**config.mk**
```make
export PLATFORM = sky130hd
export DESIGN_NAME = gtx_link_top
export DESIGN_NICKNAME = d
export VERILOG_FILES = /design/src/logic/gtx_link_pkg.sv /design/src/logic/gtx_link_top.sv /design/src/logic/gtx_wrap.sv /design/src/logic/link_ctrl_regs.sv /design/src/logic/prbs_rx_check.sv /design/src/logic/prbs_tx_gen.sv
export VERILOG_INCLUDE_DIRS = /design/src /design/src/logic
export SDC_FILE = /design/constraint.sdc
export NUM_CORES = 1
export LEC_CHECK = 0
export ABC_AREA = 1
export BUFFER_PORTS_ARGS = -buffer_cell sky130_fd_sc_hd__buf_4
export CORE_MARGIN = 2
export CORE_UTILIZATION = 38
export DETAILED_ROUTE_END_ITERATION = 8
export GPL_TIMING_DRIVEN = 0
export MAX_ROUTING_LAYER = met4
export PLACE_DENSITY = 0.68
export REMOVE_ABC_BUFFERS = 1
export SETUP_SLACK_MARGIN = 0.5
export SLEW_MARGIN = 30
export SYNTH_ARGS = -nofsm -noshare
export SYNTH_HDL_FRONTEND = slang
export SYNTH_SLANG_ARGS = --single-unit
```
**constraint.sdc**
```tcl
create_clock -name drpclk_i -period 2.15 [get_ports drpclk_i]
set_clock_uncertainty 0.15 [all_clocks]
set_input_delay 0.215 -clock drpclk_i [delete_from_list [all_inputs] [get_ports drpclk_i]]
set_output_delay 0.215 -clock drpclk_i [all_outputs]
set_load 0.01 [all_outputs]
```
**src/logic/gtx_link_consts.svh**
```systemverilog
// shared widths, model delays and register map, all offsets assume a 4-bit byte address
`ifndef GTX_LINK_CONSTS_SVH
`define GTX_LINK_CONSTS_SVH

// datapath
`define GTX_DATA_W 20 // transceiver fabric width
`define GTX_PRBS_SEED 20'h5A5A5 // must be nonzero or the lfsr sticks at 0

// behavioural loopback model
`define GTX_LOOP_LAT 4 // tx to rx cycles, at least 2
`define GTX_LOCK_CYCLES 32 // cpll lock after cpllreset falls
`define GTX_RSTDONE_CYCLES 16 // tx/rx reset done after reset falls with lock

// sequencer
// wait budget in WAIT_LOCK and WAIT_DONE before a fresh pll reset,
// keep it above both model delays and below 256
`define GTX_LOCK_TIMEOUT 96

// register byte offsets
`define GTX_REG_CTRL 4'h0 // [0] tx_en, [1] inject pulse, [2] clear pulse
`define GTX_REG_STATUS 4'h4 // [0] link_up, [1] rx_locked
`define GTX_REG_WORDS 4'h8 // checked word count
`define GTX_REG_ERRS 4'hC // error count

`endif

```
**src/logic/gtx_link_pkg.sv**
```systemverilog
// types and the prbs step shared by generator, checker and control, one lfsr polynomial only
`include "gtx_link_consts.svh"

package gtx_link_pkg;

	// transceiver bring-up sequence
	typedef enum logic [2:0] {
		PLL_RESET  = 3'd0, // cpllreset held
		WAIT_LOCK  = 3'd1, // cpll lock pending
		GT_RESET   = 3'd2, // tx/rx resets held
		WAIT_DONE  = 3'd3, // reset done pending
		USER_READY = 3'd4, // usrrdy raised
		LINK_UP    = 3'd5
	} rst_state_e;

	// word selectors, byte offset over 4
	typedef enum logic [1:0] {
		REG_CTRL   = 2'(`GTX_REG_CTRL >> 2),
		REG_STATUS = 2'(`GTX_REG_STATUS >> 2),
		REG_WORDS  = 2'(`GTX_REG_WORDS >> 2),
		REG_ERRS   = 2'(`GTX_REG_ERRS >> 2)
	} reg_addr_e;

	// one full word of prbs, x^20 + x^17 + 1 fibonacci form
	function automatic logic [`GTX_DATA_W-1:0] prbs_adv(input logic [`GTX_DATA_W-1:0] s);
		logic [`GTX_DATA_W-1:0] r;
		r = s;
		for (int i = 0; i < `GTX_DATA_W; i++) begin
			r = {r[`GTX_DATA_W-2:0], r[19] ^ r[16]}; // taps 20 and 17
		end
		return r;
	endfunction

endpackage

```
**src/logic/gtx_link_top.sv**
```systemverilog
// link test top on the single drpclk_i domain, a hardware build still needs the usrclk crossing
`include "gtx_link_consts.svh"

module gtx_link_top (
	input  logic        drpclk_i,
	input  logic        rst_i,
	input  logic [3:0]  s_awaddr_i,
	input  logic        s_awvalid_i,
	output logic        s_awready_o,
	input  logic [31:0] s_wdata_i,
	input  logic [3:0]  s_wstrb_i,
	input  logic        s_wvalid_i,
	output logic        s_wready_o,
	output logic [1:0]  s_bresp_o,
	output logic        s_bvalid_o,
	input  logic        s_bready_i,
	input  logic [3:0]  s_araddr_i,
	input  logic        s_arvalid_i,
	output logic        s_arready_o,
	output logic [31:0] s_rdata_o,
	output logic [1:0]  s_rresp_o,
	output logic        s_rvalid_o,
	input  logic        s_rready_i,
	input  logic        gtrefclk_p_i,
	input  logic        gtrefclk_n_i,
	input  logic        gt_rxp_i,
	input  logic        gt_rxn_i,
	output logic        gt_txp_o,
	output logic        gt_txn_o
);

	logic                   cpllreset, txreset, rxreset, txusrrdy, rxusrrdy; // sequencer out
	logic                   cpll_locked, txresetdone, rxresetdone;           // gt status
	logic                   tx_en, inject_err, clr_cnt, link_up, rx_locked;
	logic [`GTX_DATA_W-1:0] tx_data, rx_data;
	logic                   tx_valid, rx_valid;
	logic [31:0]            word_cnt, err_cnt;

	link_ctrl_regs u_ctrl (
		.drpclk_i, .rst_i,
		.s_awaddr_i, .s_awvalid_i, .s_awready_o, .s_wdata_i, .s_wstrb_i, .s_wvalid_i,
		.s_wready_o, .s_bresp_o, .s_bvalid_o, .s_bready_i, .s_araddr_i, .s_arvalid_i,
		.s_arready_o, .s_rdata_o, .s_rresp_o, .s_rvalid_o, .s_rready_i,
		.gt_cpllreset_o(cpllreset), .gt_txreset_o(txreset), .gt_rxreset_o(rxreset),
		.gt_txusrrdy_o(txusrrdy), .gt_rxusrrdy_o(rxusrrdy),
		.gt_cpll_locked_i(cpll_locked), .gt_txresetdone_i(txresetdone),
		.gt_rxresetdone_i(rxresetdone),
		.tx_en_o(tx_en), .inject_err_o(inject_err), .clr_cnt_o(clr_cnt), .link_up_o(link_up),
		.rx_locked_i(rx_locked), .word_cnt_i(word_cnt), .err_cnt_i(err_cnt)
	);

	prbs_tx_gen u_gen (
		.drpclk_i, .rst_i,
		.tx_en_i(tx_en), .link_up_i(link_up), .inject_err_i(inject_err),
		.tx_data_o(tx_data), .tx_valid_o(tx_valid)
	);

	prbs_rx_check u_chk (
		.drpclk_i, .rst_i,
		.clr_cnt_i(clr_cnt), .rx_data_i(rx_data), .rx_valid_i(rx_valid),
		.rx_locked_o(rx_locked), .word_cnt_o(word_cnt), .err_cnt_o(err_cnt)
	);

	// serial pins pass straight to the channel
	gtx_wrap u_gt (
		.gtrefclk_p_i, .gtrefclk_n_i, .drpclk_i, .rst_i,
		.gt_rxp_i, .gt_rxn_i, .gt_txp_o, .gt_txn_o,
		.gt_cpllreset_i(cpllreset), .gt_txreset_i(txreset), .gt_rxreset_i(rxreset),
		.gt_txusrrdy_i(txusrrdy), .gt_rxusrrdy_i(rxusrrdy),
		.gt_txdata_i(tx_data), .gt_txvalid_i(tx_valid),
		.gt_rxdata_o(rx_data), .gt_rxvalid_o(rx_valid),
		.gt_cpll_locked_o(cpll_locked), .gt_txresetdone_o(txresetdone),
		.gt_rxresetdone_o(rxresetdone)
	);

endmodule

```
**src/logic/gtx_wrap.sv**
```systemverilog
// one gtx channel as an internal loopback model on drpclk_i
`include "gtx_link_consts.svh"

module gtx_wrap (
	input  logic                   gtrefclk_p_i,
	input  logic                   gtrefclk_n_i,
	input  logic                   drpclk_i,
	input  logic                   rst_i,
	input  logic                   gt_rxp_i,
	input  logic                   gt_rxn_i,
	output logic                   gt_txp_o,
	output logic                   gt_txn_o,
	input  logic                   gt_cpllreset_i,
	input  logic                   gt_txreset_i,
	input  logic                   gt_rxreset_i,
	input  logic                   gt_txusrrdy_i,
	input  logic                   gt_rxusrrdy_i,
	input  logic [`GTX_DATA_W-1:0] gt_txdata_i,
	input  logic                   gt_txvalid_i,
	output logic [`GTX_DATA_W-1:0] gt_rxdata_o,
	output logic                   gt_rxvalid_o,
	output logic                   gt_cpll_locked_o,
	output logic                   gt_txresetdone_o,
	output logic                   gt_rxresetdone_o
);

	localparam int CNT_W = 8;
	// counter 0 is cpll lock, 1 is tx done, 2 is rx done
	localparam logic [2:0][CNT_W-1:0] LIMIT = {CNT_W'(`GTX_RSTDONE_CYCLES),
		CNT_W'(`GTX_RSTDONE_CYCLES), CNT_W'(`GTX_LOCK_CYCLES)};

	logic [2:0][CNT_W-1:0]                    cnt_q;
	logic [2:0]                               hold;  // counter held at zero
	logic [2:0]                               done;
	logic [`GTX_LOOP_LAT-1:0][`GTX_DATA_W-1:0] dly_data;
	logic [`GTX_LOOP_LAT-1:0]                 dly_vld;

	assign gt_txp_o = 1'b0; // pins idle, loopback is internal
	assign gt_txn_o = 1'b1;

	// resets done only count once lock is there
	assign hold = {gt_rxreset_i | ~done[0], gt_txreset_i | ~done[0], gt_cpllreset_i};

	always_comb begin
		for (int i = 0; i < 3; i++) begin
			done[i] = (cnt_q[i] == LIMIT[i]);
		end
	end

	always_ff @(posedge drpclk_i) begin
		for (int i = 0; i < 3; i++) begin
			if (rst_i || hold[i]) begin
				cnt_q[i] <= '0;
			end else if (!done[i]) begin
				cnt_q[i] <= cnt_q[i] + 1'b1; // saturates at its limit
			end
		end
	end

	assign gt_cpll_locked_o = done[0];
	assign gt_txresetdone_o = done[1];
	assign gt_rxresetdone_o = done[2];

	// loopback line, several words in flight
	always_ff @(posedge drpclk_i) begin
		dly_data <= {dly_data[`GTX_LOOP_LAT-2:0], gt_txdata_i};
		if (rst_i) begin
			dly_vld <= '0;
		end else begin
			dly_vld <= {dly_vld[`GTX_LOOP_LAT-2:0],
				gt_txvalid_i & gt_txusrrdy_i & gt_rxusrrdy_i}; // both sides ready
		end
	end

	assign gt_rxdata_o  = dly_data[`GTX_LOOP_LAT-1];
	assign gt_rxvalid_o = dly_vld[`GTX_LOOP_LAT-1];

endmodule

```
**src/logic/link_ctrl_regs.sv**
```systemverilog
// axi4-lite slave with one command in flight, only wstrb[0] is honoured and responses are OKAY
`include "gtx_link_consts.svh"

module link_ctrl_regs (
	input  logic        drpclk_i,
	input  logic        rst_i,
	// axi4-lite slave
	input  logic [3:0]  s_awaddr_i,
	input  logic        s_awvalid_i,
	output logic        s_awready_o,
	input  logic [31:0] s_wdata_i,
	input  logic [3:0]  s_wstrb_i,
	input  logic        s_wvalid_i,
	output logic        s_wready_o,
	output logic [1:0]  s_bresp_o,
	output logic        s_bvalid_o,
	input  logic        s_bready_i,
	input  logic [3:0]  s_araddr_i,
	input  logic        s_arvalid_i,
	output logic        s_arready_o,
	output logic [31:0] s_rdata_o,
	output logic [1:0]  s_rresp_o,
	output logic        s_rvalid_o,
	input  logic        s_rready_i,
	// transceiver resets
	output logic        gt_cpllreset_o,
	output logic        gt_txreset_o,
	output logic        gt_rxreset_o,
	output logic        gt_txusrrdy_o,
	output logic        gt_rxusrrdy_o,
	input  logic        gt_cpll_locked_i,
	input  logic        gt_txresetdone_i,
	input  logic        gt_rxresetdone_i,
	// datapath control and status
	output logic        tx_en_o,
	output logic        inject_err_o,
	output logic        clr_cnt_o,
	output logic        link_up_o,
	input  logic        rx_locked_i,
	input  logic [31:0] word_cnt_i,
	input  logic [31:0] err_cnt_i
);

	localparam logic [7:0] RST_HOLD = 8'd4; // cycles each reset phase is held

	gtx_link_pkg::rst_state_e state_q, state_d;
	logic [7:0]               timer_q; // cycles in current state
	logic                     tmo;
	logic                     wr_rdy_q, wr_fire, rd_fire;
	logic                     ctrl_wr;
	logic [31:0]              rd_word;

	assign tmo = (timer_q == 8'(`GTX_LOCK_TIMEOUT - 1));

	always_comb begin
		state_d = state_q;
		case (state_q)
			gtx_link_pkg::PLL_RESET: if (timer_q == RST_HOLD - 1'b1) state_d = gtx_link_pkg::WAIT_LOCK;
			gtx_link_pkg::WAIT_LOCK: begin
				if (gt_cpll_locked_i) state_d = gtx_link_pkg::GT_RESET;
				else if (tmo) state_d = gtx_link_pkg::PLL_RESET; // retry from scratch
			end
			gtx_link_pkg::GT_RESET: if (timer_q == RST_HOLD - 1'b1) state_d = gtx_link_pkg::WAIT_DONE;
			gtx_link_pkg::WAIT_DONE: begin
				if (!gt_cpll_locked_i || tmo) state_d = gtx_link_pkg::PLL_RESET;
				else if (gt_txresetdone_i && gt_rxresetdone_i) state_d = gtx_link_pkg::USER_READY;
			end
			gtx_link_pkg::USER_READY: state_d = gtx_link_pkg::LINK_UP;
			gtx_link_pkg::LINK_UP: begin
				// lost lock or a reset dropped out
				if (!gt_cpll_locked_i || !gt_txresetdone_i || !gt_rxresetdone_i)
					state_d = gtx_link_pkg::PLL_RESET;
			end
			default: state_d = gtx_link_pkg::PLL_RESET;
		endcase
	end

	always_ff @(posedge drpclk_i) begin
		if (rst_i) begin
			state_q <= gtx_link_pkg::PLL_RESET;
			timer_q <= '0;
		end else begin
			state_q <= state_d;
			timer_q <= (state_d != state_q) ? 8'd0 : timer_q + 1'b1;
		end
	end

	// gt resets stay high until the pll is locked
	assign gt_cpllreset_o = (state_q == gtx_link_pkg::PLL_RESET);
	assign gt_txreset_o   = (state_q inside {gtx_link_pkg::PLL_RESET, gtx_link_pkg::WAIT_LOCK,
		gtx_link_pkg::GT_RESET});
	assign gt_rxreset_o   = gt_txreset_o;
	assign gt_txusrrdy_o  = (state_q inside {gtx_link_pkg::USER_READY, gtx_link_pkg::LINK_UP});
	assign gt_rxusrrdy_o  = gt_txusrrdy_o;
	assign link_up_o      = (state_q == gtx_link_pkg::LINK_UP);

	// write channel, aw and w taken together
	assign s_awready_o = wr_rdy_q;
	assign s_wready_o  = wr_rdy_q;
	assign wr_fire     = wr_rdy_q & s_awvalid_i & s_wvalid_i;
	assign ctrl_wr     = wr_fire & s_wstrb_i[0]
		& (gtx_link_pkg::reg_addr_e'(s_awaddr_i[3:2]) == gtx_link_pkg::REG_CTRL);
	assign s_bresp_o   = 2'b00;
	assign s_rresp_o   = 2'b00;

	always_ff @(posedge drpclk_i) begin
		if (rst_i) begin
			wr_rdy_q   <= 1'b0;
			s_bvalid_o <= 1'b0;
		end else begin
			// one-cycle ready, nothing new while b is pending
			wr_rdy_q <= ~wr_rdy_q & s_awvalid_i & s_wvalid_i & ~s_bvalid_o;
			if (wr_fire) s_bvalid_o <= 1'b1;
			else if (s_bready_i) s_bvalid_o <= 1'b0;
		end
	end

	// ctrl bits, 1 and 2 are pulses only
	always_ff @(posedge drpclk_i) begin
		if (rst_i) begin
			tx_en_o      <= 1'b0;
			inject_err_o <= 1'b0;
			clr_cnt_o    <= 1'b0;
		end else begin
			inject_err_o <= ctrl_wr & s_wdata_i[1];
			clr_cnt_o    <= ctrl_wr & s_wdata_i[2];
			if (ctrl_wr) tx_en_o <= s_wdata_i[0];
		end
	end

	// read mux
	always_comb begin
		case (gtx_link_pkg::reg_addr_e'(s_araddr_i[3:2]))
			gtx_link_pkg::REG_CTRL:   rd_word = {31'd0, tx_en_o};
			gtx_link_pkg::REG_STATUS: rd_word = {30'd0, rx_locked_i, link_up_o};
			gtx_link_pkg::REG_WORDS:  rd_word = word_cnt_i;
			gtx_link_pkg::REG_ERRS:   rd_word = err_cnt_i;
			default:                  rd_word = 32'd0;
		endcase
	end

	assign rd_fire = s_arready_o & s_arvalid_i;

	always_ff @(posedge drpclk_i) begin
		if (rst_i) begin
			s_arready_o <= 1'b0;
			s_rvalid_o  <= 1'b0;
		end else begin
			s_arready_o <= ~s_arready_o & s_arvalid_i & ~s_rvalid_o; // one-cycle pulse
			if (rd_fire) s_rvalid_o <= 1'b1;
			else if (s_rready_i) s_rvalid_o <= 1'b0;
		end
	end

	// data sampled at accept, held with rvalid
	always_ff @(posedge drpclk_i) begin
		if (rd_fire) s_rdata_o <= rd_word;
	end

endmodule

```
**src/logic/prbs_rx_check.sv**
```systemverilog
// self-synchronising prbs-20 checker; one bad word counts as two errors since it seeds the next guess
`include "gtx_link_consts.svh"

module prbs_rx_check (
	input  logic                   drpclk_i,
	input  logic                   rst_i,
	input  logic                   clr_cnt_i,   // one-cycle pulse
	input  logic [`GTX_DATA_W-1:0] rx_data_i,
	input  logic                   rx_valid_i,
	output logic                   rx_locked_o,
	output logic [31:0]            word_cnt_o,
	output logic [31:0]            err_cnt_o
);

	logic [`GTX_DATA_W-1:0] last_q;  // previous received word
	logic [`GTX_DATA_W-1:0] expect_w;
	logic                   check;
	logic                   miss;

	assign expect_w = gtx_link_pkg::prbs_adv(last_q);
	assign check    = rx_valid_i & rx_locked_o; // first word only seeds
	assign miss     = check & (rx_data_i != expect_w);

	// reference word, no reset needed
	always_ff @(posedge drpclk_i) begin
		if (rx_valid_i) begin
			last_q <= rx_data_i;
		end
	end

	// lock on first valid word
	always_ff @(posedge drpclk_i) begin
		if (rst_i) begin
			rx_locked_o <= 1'b0;
		end else if (rx_valid_i) begin
			rx_locked_o <= 1'b1; // survives clr_cnt
		end
	end

	// word counter
	always_ff @(posedge drpclk_i) begin
		if (rst_i || clr_cnt_i) begin
			word_cnt_o <= '0;
		end else if (check) begin
			word_cnt_o <= word_cnt_o + 1'b1;
		end
	end

	// error counter
	always_ff @(posedge drpclk_i) begin
		if (rst_i || clr_cnt_i) begin
			err_cnt_o <= '0;
		end else if (miss) begin
			err_cnt_o <= err_cnt_o + 1'b1; // wraps, no saturation
		end
	end

endmodule

```
**src/logic/prbs_tx_gen.sv**
```systemverilog
// prbs-20 source at one word per cycle while enabled and link up, the first word follows the seed
`include "gtx_link_consts.svh"

module prbs_tx_gen (
	input  logic                   drpclk_i,
	input  logic                   rst_i,
	input  logic                   tx_en_i,
	input  logic                   link_up_i,
	input  logic                   inject_err_i, // one-cycle request
	output logic [`GTX_DATA_W-1:0] tx_data_o,
	output logic                   tx_valid_o
);

	logic [`GTX_DATA_W-1:0] lfsr_q;  // clean pattern state
	logic                   step_q;  // state advanced last cycle
	logic                   inj_pend_q;
	logic                   run;
	logic                   flip;

	assign run  = tx_en_i & link_up_i;
	assign flip = inj_pend_q & step_q; // next emitted word takes the error

	// state register, 20 steps per word
	always_ff @(posedge drpclk_i) begin
		if (rst_i) begin
			lfsr_q <= `GTX_PRBS_SEED;
			step_q <= 1'b0;
		end else begin
			step_q <= run;
			if (run) begin
				lfsr_q <= gtx_link_pkg::prbs_adv(lfsr_q);
			end
		end
	end

	// held request until a word goes out
	always_ff @(posedge drpclk_i) begin
		if (rst_i) begin
			inj_pend_q <= 1'b0;
		end else begin
			inj_pend_q <= (inj_pend_q & ~step_q) | inject_err_i;
		end
	end

	// output stage, one cycle behind the state
	always_ff @(posedge drpclk_i) begin
		if (rst_i) begin
			tx_valid_o <= 1'b0;
		end else begin
			tx_valid_o <= step_q;
		end
	end

	always_ff @(posedge drpclk_i) begin
		if (step_q) begin
			// bit 0 flip only, lfsr_q stays clean
			tx_data_o <= lfsr_q ^ {{(`GTX_DATA_W-1){1'b0}}, flip};
		end
	end

endmodule

```
Word-level counts from Yosys, hierarchy flattened
Cells that the tools add are included.
{"block": "word_totals", "ff_bits": 286, "output_inout_bits": 43, "elab_cells": 147}
{"block": "op_classes", "n_addsub": 6, "n_eq_ne": 15, "n_mux": 13, "n_bitwise": 68, "n_reduce_logical": 18}
{"cell": "one-hot mux 32 bit (4 select lines)", "count": 1}
{"cell": "adder 32 x 1 -> 32 bit, second input constant", "count": 2}
{"cell": "bitwise XOR 1 bit", "count": 40}
{"cell": "adder 8 x 1 -> 8 bit, second input constant", "count": 4}
{"cell": "2-to-1 mux 3 bit", "count": 7}
{"cell": "inequality test 20 bit", "count": 1}
{"cell": "bitwise XOR 20 x 1 -> 20 bit", "count": 1}
{"cell": "bitwise AND 1 bit", "count": 19}
{"cell": "one-hot mux 3 bit (6 select lines)", "count": 1}
{"cell": "equality test 8 x 5 -> 1 bit, second input constant", "count": 2}
{"cell": "equality test 8 x 2 -> 1 bit, second input constant", "count": 1}
{"cell": "equality test 8 x 6 -> 1 bit, second input constant", "count": 1}
{"cell": "equality test 8 x 7 -> 1 bit, second input constant", "count": 1}
{"cell": "equality test 3 x 2 -> 1 bit, second input constant", "count": 2}
{"cell": "equality test 3 bit, second input constant", "count": 2}
{"cell": "logical OR 1 bit", "count": 6}
{"cell": "NOT 1 bit", "count": 6}
{"cell": "nonzero test 2 bit", "count": 3}
{"cell": "equality test 2 bit, second input constant", "count": 2}
{"cell": "zero test 2 bit", "count": 2}
{"cell": "2-to-1 mux 1 bit", "count": 4}
{"cell": "equality test 3 x 1 -> 1 bit, second input constant", "count": 1}
{"cell": "zero test 1 bit", "count": 3}
{"cell": "zero test 3 bit", "count": 1}
{"cell": "other kinds (6)", "count": 7}

Depth between registers and ports, before layout
{"block": "logic_depth", "word_depth": 8, "ltp_mapped": 13}

Cells and area by module
Synthesis repeated with hierarchy kept, for this count alone.
{"block": "unflattened", "hier_cells": 1386, "area_unflattened_um2": 11817.6}
{"mod": "prbs_rx_check", "n_inst": 1, "cells_per_inst": 721, "area_each_um2": 4763.3, "seq_area_each_um2": 1901.8}
{"mod": "gtx_wrap", "n_inst": 1, "cells_per_inst": 293, "area_each_um2": 3169.3, "seq_area_each_um2": 2162.1}
{"mod": "link_ctrl_regs", "n_inst": 1, "cells_per_inst": 220, "area_each_um2": 2292.2, "seq_area_each_um2": 1321.3}
{"mod": "prbs_tx_gen", "n_inst": 1, "cells_per_inst": 152, "area_each_um2": 1592.8, "seq_area_each_um2": 1061.0}

Worst setup path before layout
No wires, ideal clock.
{"block": "synth_timing", "path_type": "register to register", "start": "register u_gt.dly_vld[3]", "end": "register u_chk.word_cnt_o[20]", "arrival_ns": 1.877, "slack_ns": 0.004, "stages_incl_launch_ff": 10, "path_buffers": 0, "path_cell_list": "dfxtp_1 -> nand2_1 -> nor2_1 -> nand2_1 -> nor2_1 -> nand3_1 -> nor2_1 -> nand2_1 -> o21ai_0 -> a21oi_1"}
{"block": "synth_between", "elab_chain_len": 1}
{"item": "from (decl)", "line_no": "gtx_wrap.sv:36", "source": "logic [`GTX_LOOP_LAT-1:0] dly_vld;"}
{"item": "from (signal assigned)", "line_no": "gtx_wrap.sv:70", "source": "dly_vld <= {dly_vld[`GTX_LOOP_LAT-2:0],"}
{"item": "bitwise AND 1 bit", "line_no": "prbs_rx_check.sv:21", "source": "assign check = rx_valid_i & rx_locked_o;"}
{"item": "to (signal assigned)", "line_no": "prbs_rx_check.sv:45", "source": "word_cnt_o <= word_cnt_o + 1'b1;"}
{"item": "to (decl)", "line_no": "prbs_rx_check.sv:11", "source": "output logic [31:0] word_cnt_o,"}
No other way between the ends.
A chain may end at the register's enable or synchronous reset.

Worst setup path after layout
{"block": "layout_timing", "start": "register u_chk.last_q[4]", "end": "register u_chk.err_cnt_o[18]"}
{"block": "layout_between", "elab_chain_len": 3, "word_cells_on_any_way": 4}
{"item": "from (decl)", "line_no": "prbs_rx_check.sv:15", "source": "logic [`GTX_DATA_W-1:0] last_q;"}
{"item": "from (signal assigned)", "line_no": "prbs_rx_check.sv:27", "source": "last_q <= rx_data_i;"}
{"item": "bitwise XOR 1 bit", "line_no": "gtx_link_pkg.sv:29", "source": "r = {r[`GTX_DATA_W-2:0], r[19] ^ r[16]};"}
{"item": "inequality test 20 bit (*)", "line_no": "prbs_rx_check.sv:22", "source": "assign miss = check & (rx_data_i != expect_w);"}
{"item": "bitwise AND 1 bit (*)", "line_no": "prbs_rx_check.sv:22"}
{"item": "to (signal assigned)", "line_no": "prbs_rx_check.sv:54", "source": "err_cnt_o <= err_cnt_o + 1'b1;"}
{"item": "to (decl)", "line_no": "prbs_rx_check.sv:12", "source": "output logic [31:0] err_cnt_o"}
Every way passes the cells marked *; elsewhere a longest branch is shown, timed or not.

==> impl_metrics.py <==
metrics = {
    "route": {
        "drtIter0Drc": 618,
        "drt-met1-wl_mm": 11.3,
        "met3WireLength_mm": 1.67,
        "wl_mm": 27.7,
        "via_per_inst": 4.95,
        "highest_layer": "met4",
        "post_drt_wl_per_cell_um": 14.5,
        "ant_nets": 0,
        "drcViolationCount": 0,
        "vias": 9456,
        "drtPass1Iterations": 7,
        "wl_met2_mm": 14.1,
    },
    "global_routing": {
        "grt_pass1_vias": 9087,
        "grt_overflow": 0,
        "antenna_found_initial": 1,
        "track_usage": 0.165,
        "grt_first_pass_wirelength_mm": 43.0,
        "grt_max_degree": 42,
    },
    "power_and_ir_drop": {
        "switching_power_mw": 2.29,
        "power_frac_comb": 0.037,
        "p_int_mw": 8.56,
        "leakage_nw": 5.65,
        "p_per_area_nw_per_um2": 707,
        "power.share.clock": 0.449,
        "swShare": 0.211,
        "power_frac_seq": 0.514,
        "ir_worst_vdd_mv": 0.665,
    },
    "worst_setup_path": {
        "path_max_fanout": 8,
        "crit_type": "register to register",
        "endpoint_kind": "register",
        "cp.arrival_ps": 2270,
        "max_stage_delay_ps": 410,
        "path_buf_inv": 3,
        "crit_path_start_kind": "register",
        "path_delay_family": "simple AND/OR/NAND/NOR gates",
        "path_common_cell": "nand2_1",
        "cpMaxStageDelayCell": "edfxtp_1",
        "worstPathRequired_ps": 2410,
        "cp_cell_sequence": "inv_1, nand2_1, nand3_1, nand2_1, nor2_1, nand2_1, nor2_4, buf_6, buf_12, nand3_4, nand3_2, a21oi_2",
    },
    "clock_tree": {
        "cts_max_path_buffers": 3,
        "cts_buffers": 28,
        "clk_pin_slew_ps": 60,
        "cts_tree": "yes",
        "worstSkewPairLatency_ps": 550,
        "cts_hold_buf": 22,
        "cts_htree_levels": 1,
        "cts_sinks": 286,
        "clockRootBuffer": "clkbuf_16",
    },
    "floorplan": {
        "die-area_um2": 32300,
        "fp.dieW_um": 180,
        "core_area_um2": 30500,
        "ioPinCount": 98,
        "initial_utilization": 0.385,
        "die_h_um": 180,
        "rows": 64,
    },
    "layout": {
        "layout-drive-gt1-share": 0.299,
        "syn2layout_area_growth_pct": 30.7,
        "fin_cells": 1912,
        "nets": 1558,
    },
    "run": {
        "cap_violations": 0,
    },
    "yosys": {
        "syn_inst": 1353,
        "ys_async_sr_fraction": 0,
        "seq_area_frac_synth": 0.549,
        "synth_area_per_cell_um2": 8.68,
        "synth_warnings": 0,
        "ys.flop_type": "dfxtp_1",
        "syn-cell-area_um2": 11700,
        "synth_cell_types": 43,
        "synth-edff-count": 72,
        "ys_ff_latch": 286,
    },
    "place": {
        "post-place-ws_ps": -814,
        "gp_congestion": 0.903,
        "port_buffers": 51,
        "hpwl_mm": 15.8,
        "placed_cells": 1768,
    },
    "sta": {
        "drv_slew": 0,
        "grt_setup_unrepaired": "true",
        "hold_viol_final": 7,
        "setup_viol": 0,
        "worst_pin_slew_ps": 690,
        "fmax_mhz": 499,
        "relSlewSlack": 0.539,
        "period_needed_ps": 2010,
        "hold_slack_ps": -52.7,
        "post-route-period-util": 0.933,
        "setup_ws_ps": 145,
    },
    "hold_path": {
        "min_path_type": "input port to register",
    },
    "status": {
        "outcome": "finished with violations",
        "violations": "negative hold slack",
    },
}
-- what timing repair did --
item,4_1_cts,5_1_grt
endpoints found under the hold margin,20,6
gates cloned,8,3
buffers inserted,31,28
resized for setup,123,173
pin swaps,35,70
setup endpoints to repair,133,106
-- registers in the layout (all words and copies together), names as in the netlist, 20 cells and up --
register	count
u_chk.word_cnt_o	32
u_chk.err_cnt_o	32
u_gen.tx_data_o	20
u_gt.cnt_q	24
u_chk.last_q	20
u_ctrl.s_rdata_o	32
u_gt.gt_rxdata_o	20
u_gen.lfsr_q	20
u_gt.dly_data	60
-- worst register-to-register path: cells and delay by family, from the launching register on --
kind                   cells  cell delay [ps]
flip-flops                 1              410
AO/OA/AOI/OAI              1               50
buffers and inverters      3              320
AND/OR/NAND/NOR            8              940
-- power groups by stage --
| stage | logic, mW | clock network, mW | registers [mW] |
|---|---|---|---|
| 6_report | 0.401 | 4.87 | 5.58 |
| 5_1_grt | 0.436 | 5.19 | 5.58 |
| 4_1_cts | 0.337 | 4.98 | 5.58 |
| 3_5_place_dp | 0.302 | 0 | 5.69 |
| 3_3_place_gp | 0.294 | 0 | 5.69 |
| 2_1_floorplan | 0.191 | 0 | 5.69 |
-- logic make-up (layout without fill, tap and decap cells) --
group | after synthesis | after routing | synth area share
simple gates | 624 | 631 | 0.243
flops | 286 | 286 | 0.549
buf+inv | 224 | 375 | 0.0790
compound gates | 158 | 158 | 0.0814
xor+xnor | 50 | 50 | 0.0373
fa+ha+maj | 9 | 9 | 0.00959
other cells | 2 | 7 | 0.000640
-- final timing paths --
kind / startpoint / to / slack, ps / depth (start not counted)
worst max-delay path: u_chk.last_q[4]$_DFFE_PP_ / u_chk.err_cnt_o[18]$_SDFFE_PP0P_ / 140 / 12
worst min-delay path: rst_i / u_chk.rx_locked_o$_SDFFE_PP0P_ / -50 / 2
worst max register to register: u_chk.last_q[4]$_DFFE_PP_ / u_chk.err_cnt_o[18]$_SDFFE_PP0P_ / 140 / 12
worst min register to register: u_gt.dly_data[28]$_DFF_P_ / u_gt.dly_data[48]$_DFF_P_ / 180 / 0
-- synthesized netlist by cell type (2+ instances only) --
cell type / n / area share
nand3_1: 89 / 0.038
buf_4: 7 / 0.0045
nand2_2: 32 / 0.017
inv_2: 13 / 0.0042
nor3b_1: 4 / 0.0026
nor3_2: 3 / 0.0026
buf_12: 3 / 0.0051
buf_2: 9 / 0.0038
nor2_2: 19 / 0.010
o22ai_1: 23 / 0.012
o211ai_1: 2 / 0.0013
ha_1: 9 / 0.0096
nor4_1: 4 / 0.0021
conb_1: 2 / 0.00064
nor3_1: 52 / 0.022
edfxtp_1: 72 / 0.18
buf_1: 4 / 0.0013
inv_1: 174 / 0.056
a21oi_2: 30 / 0.022
nand4_1: 10 / 0.0053
nand3b_1: 3 / 0.0019
nand2_1: 279 / 0.089
nor2_1: 116 / 0.037
o21ai_0: 41 / 0.017
o21ai_1: 2 / 0.00085
clkbuf_1: 13 / 0.0042
a211oi_1: 4 / 0.0026
a21oi_1: 53 / 0.023
nand3_4: 3 / 0.0045
dfxtp_1: 214 / 0.36
nor3_4: 2 / 0.0028
nor2_4: 2 / 0.0019
xnor2_1: 9 / 0.0067
xor2_1: 41 / 0.031
nand3_2: 2 / 0.0017
-- cells in the final DEF, fill, tap and decap left out, drive strengths merged, types with 2 or more instances in the layout --
master and count:
a21oi 83, clkbuf 38, nand2 316, ha 9, nand3 97, dfxtp 214
xor2 41, o211ai 2, nor3b 5, o22ai 23, nand4 11, nor4 4
bufinv 2, a211oi 4, clkinv 7, dlygate4sd3 22, edfxtp 72, nor2 137
nand3b 3, inv 189, clkinvlp 7, xnor2 9, o21ai 43, conb 6
nor3 57, buf 110
-- cell type report --
cell class,count,area (um^2)
sequential,286,6490
multi-input combinational,854,5450
fill,2634,15200
inverter,188,748
tap,396,495
timing repair inverter,3,25.0
timing repair buffer,133,1200
antenna,1,2.50
clock buffer,37,798
clock inverter,14,131
-- layer usage --
| layer | GRT usage | up-vias |
|---|---|---|
| met5 | - | - |
| met4 | 0.0527 | 0 |
| met3 | 0.0255 | 67 |
| met2 | 0.292 | 294 |
| met1 | 0.190 | 4440 |
| li1 | - | 4655 |
-- metrics by stage --
stage	TNS, ps	util	instance area (um^2)	total power, mW
final	0	0.503	15300	10.8
after global routing	0	0.503	15300	11.2
after CTS	0	0.472	14400	10.9
after detailed placement	-31710	0.407	12400	5.99
after global placement	-79360	0.407	12400	5.98
after floorplan	-7260	-	11500	5.88
No activity file was read; power rests on OpenSTA's default activity.
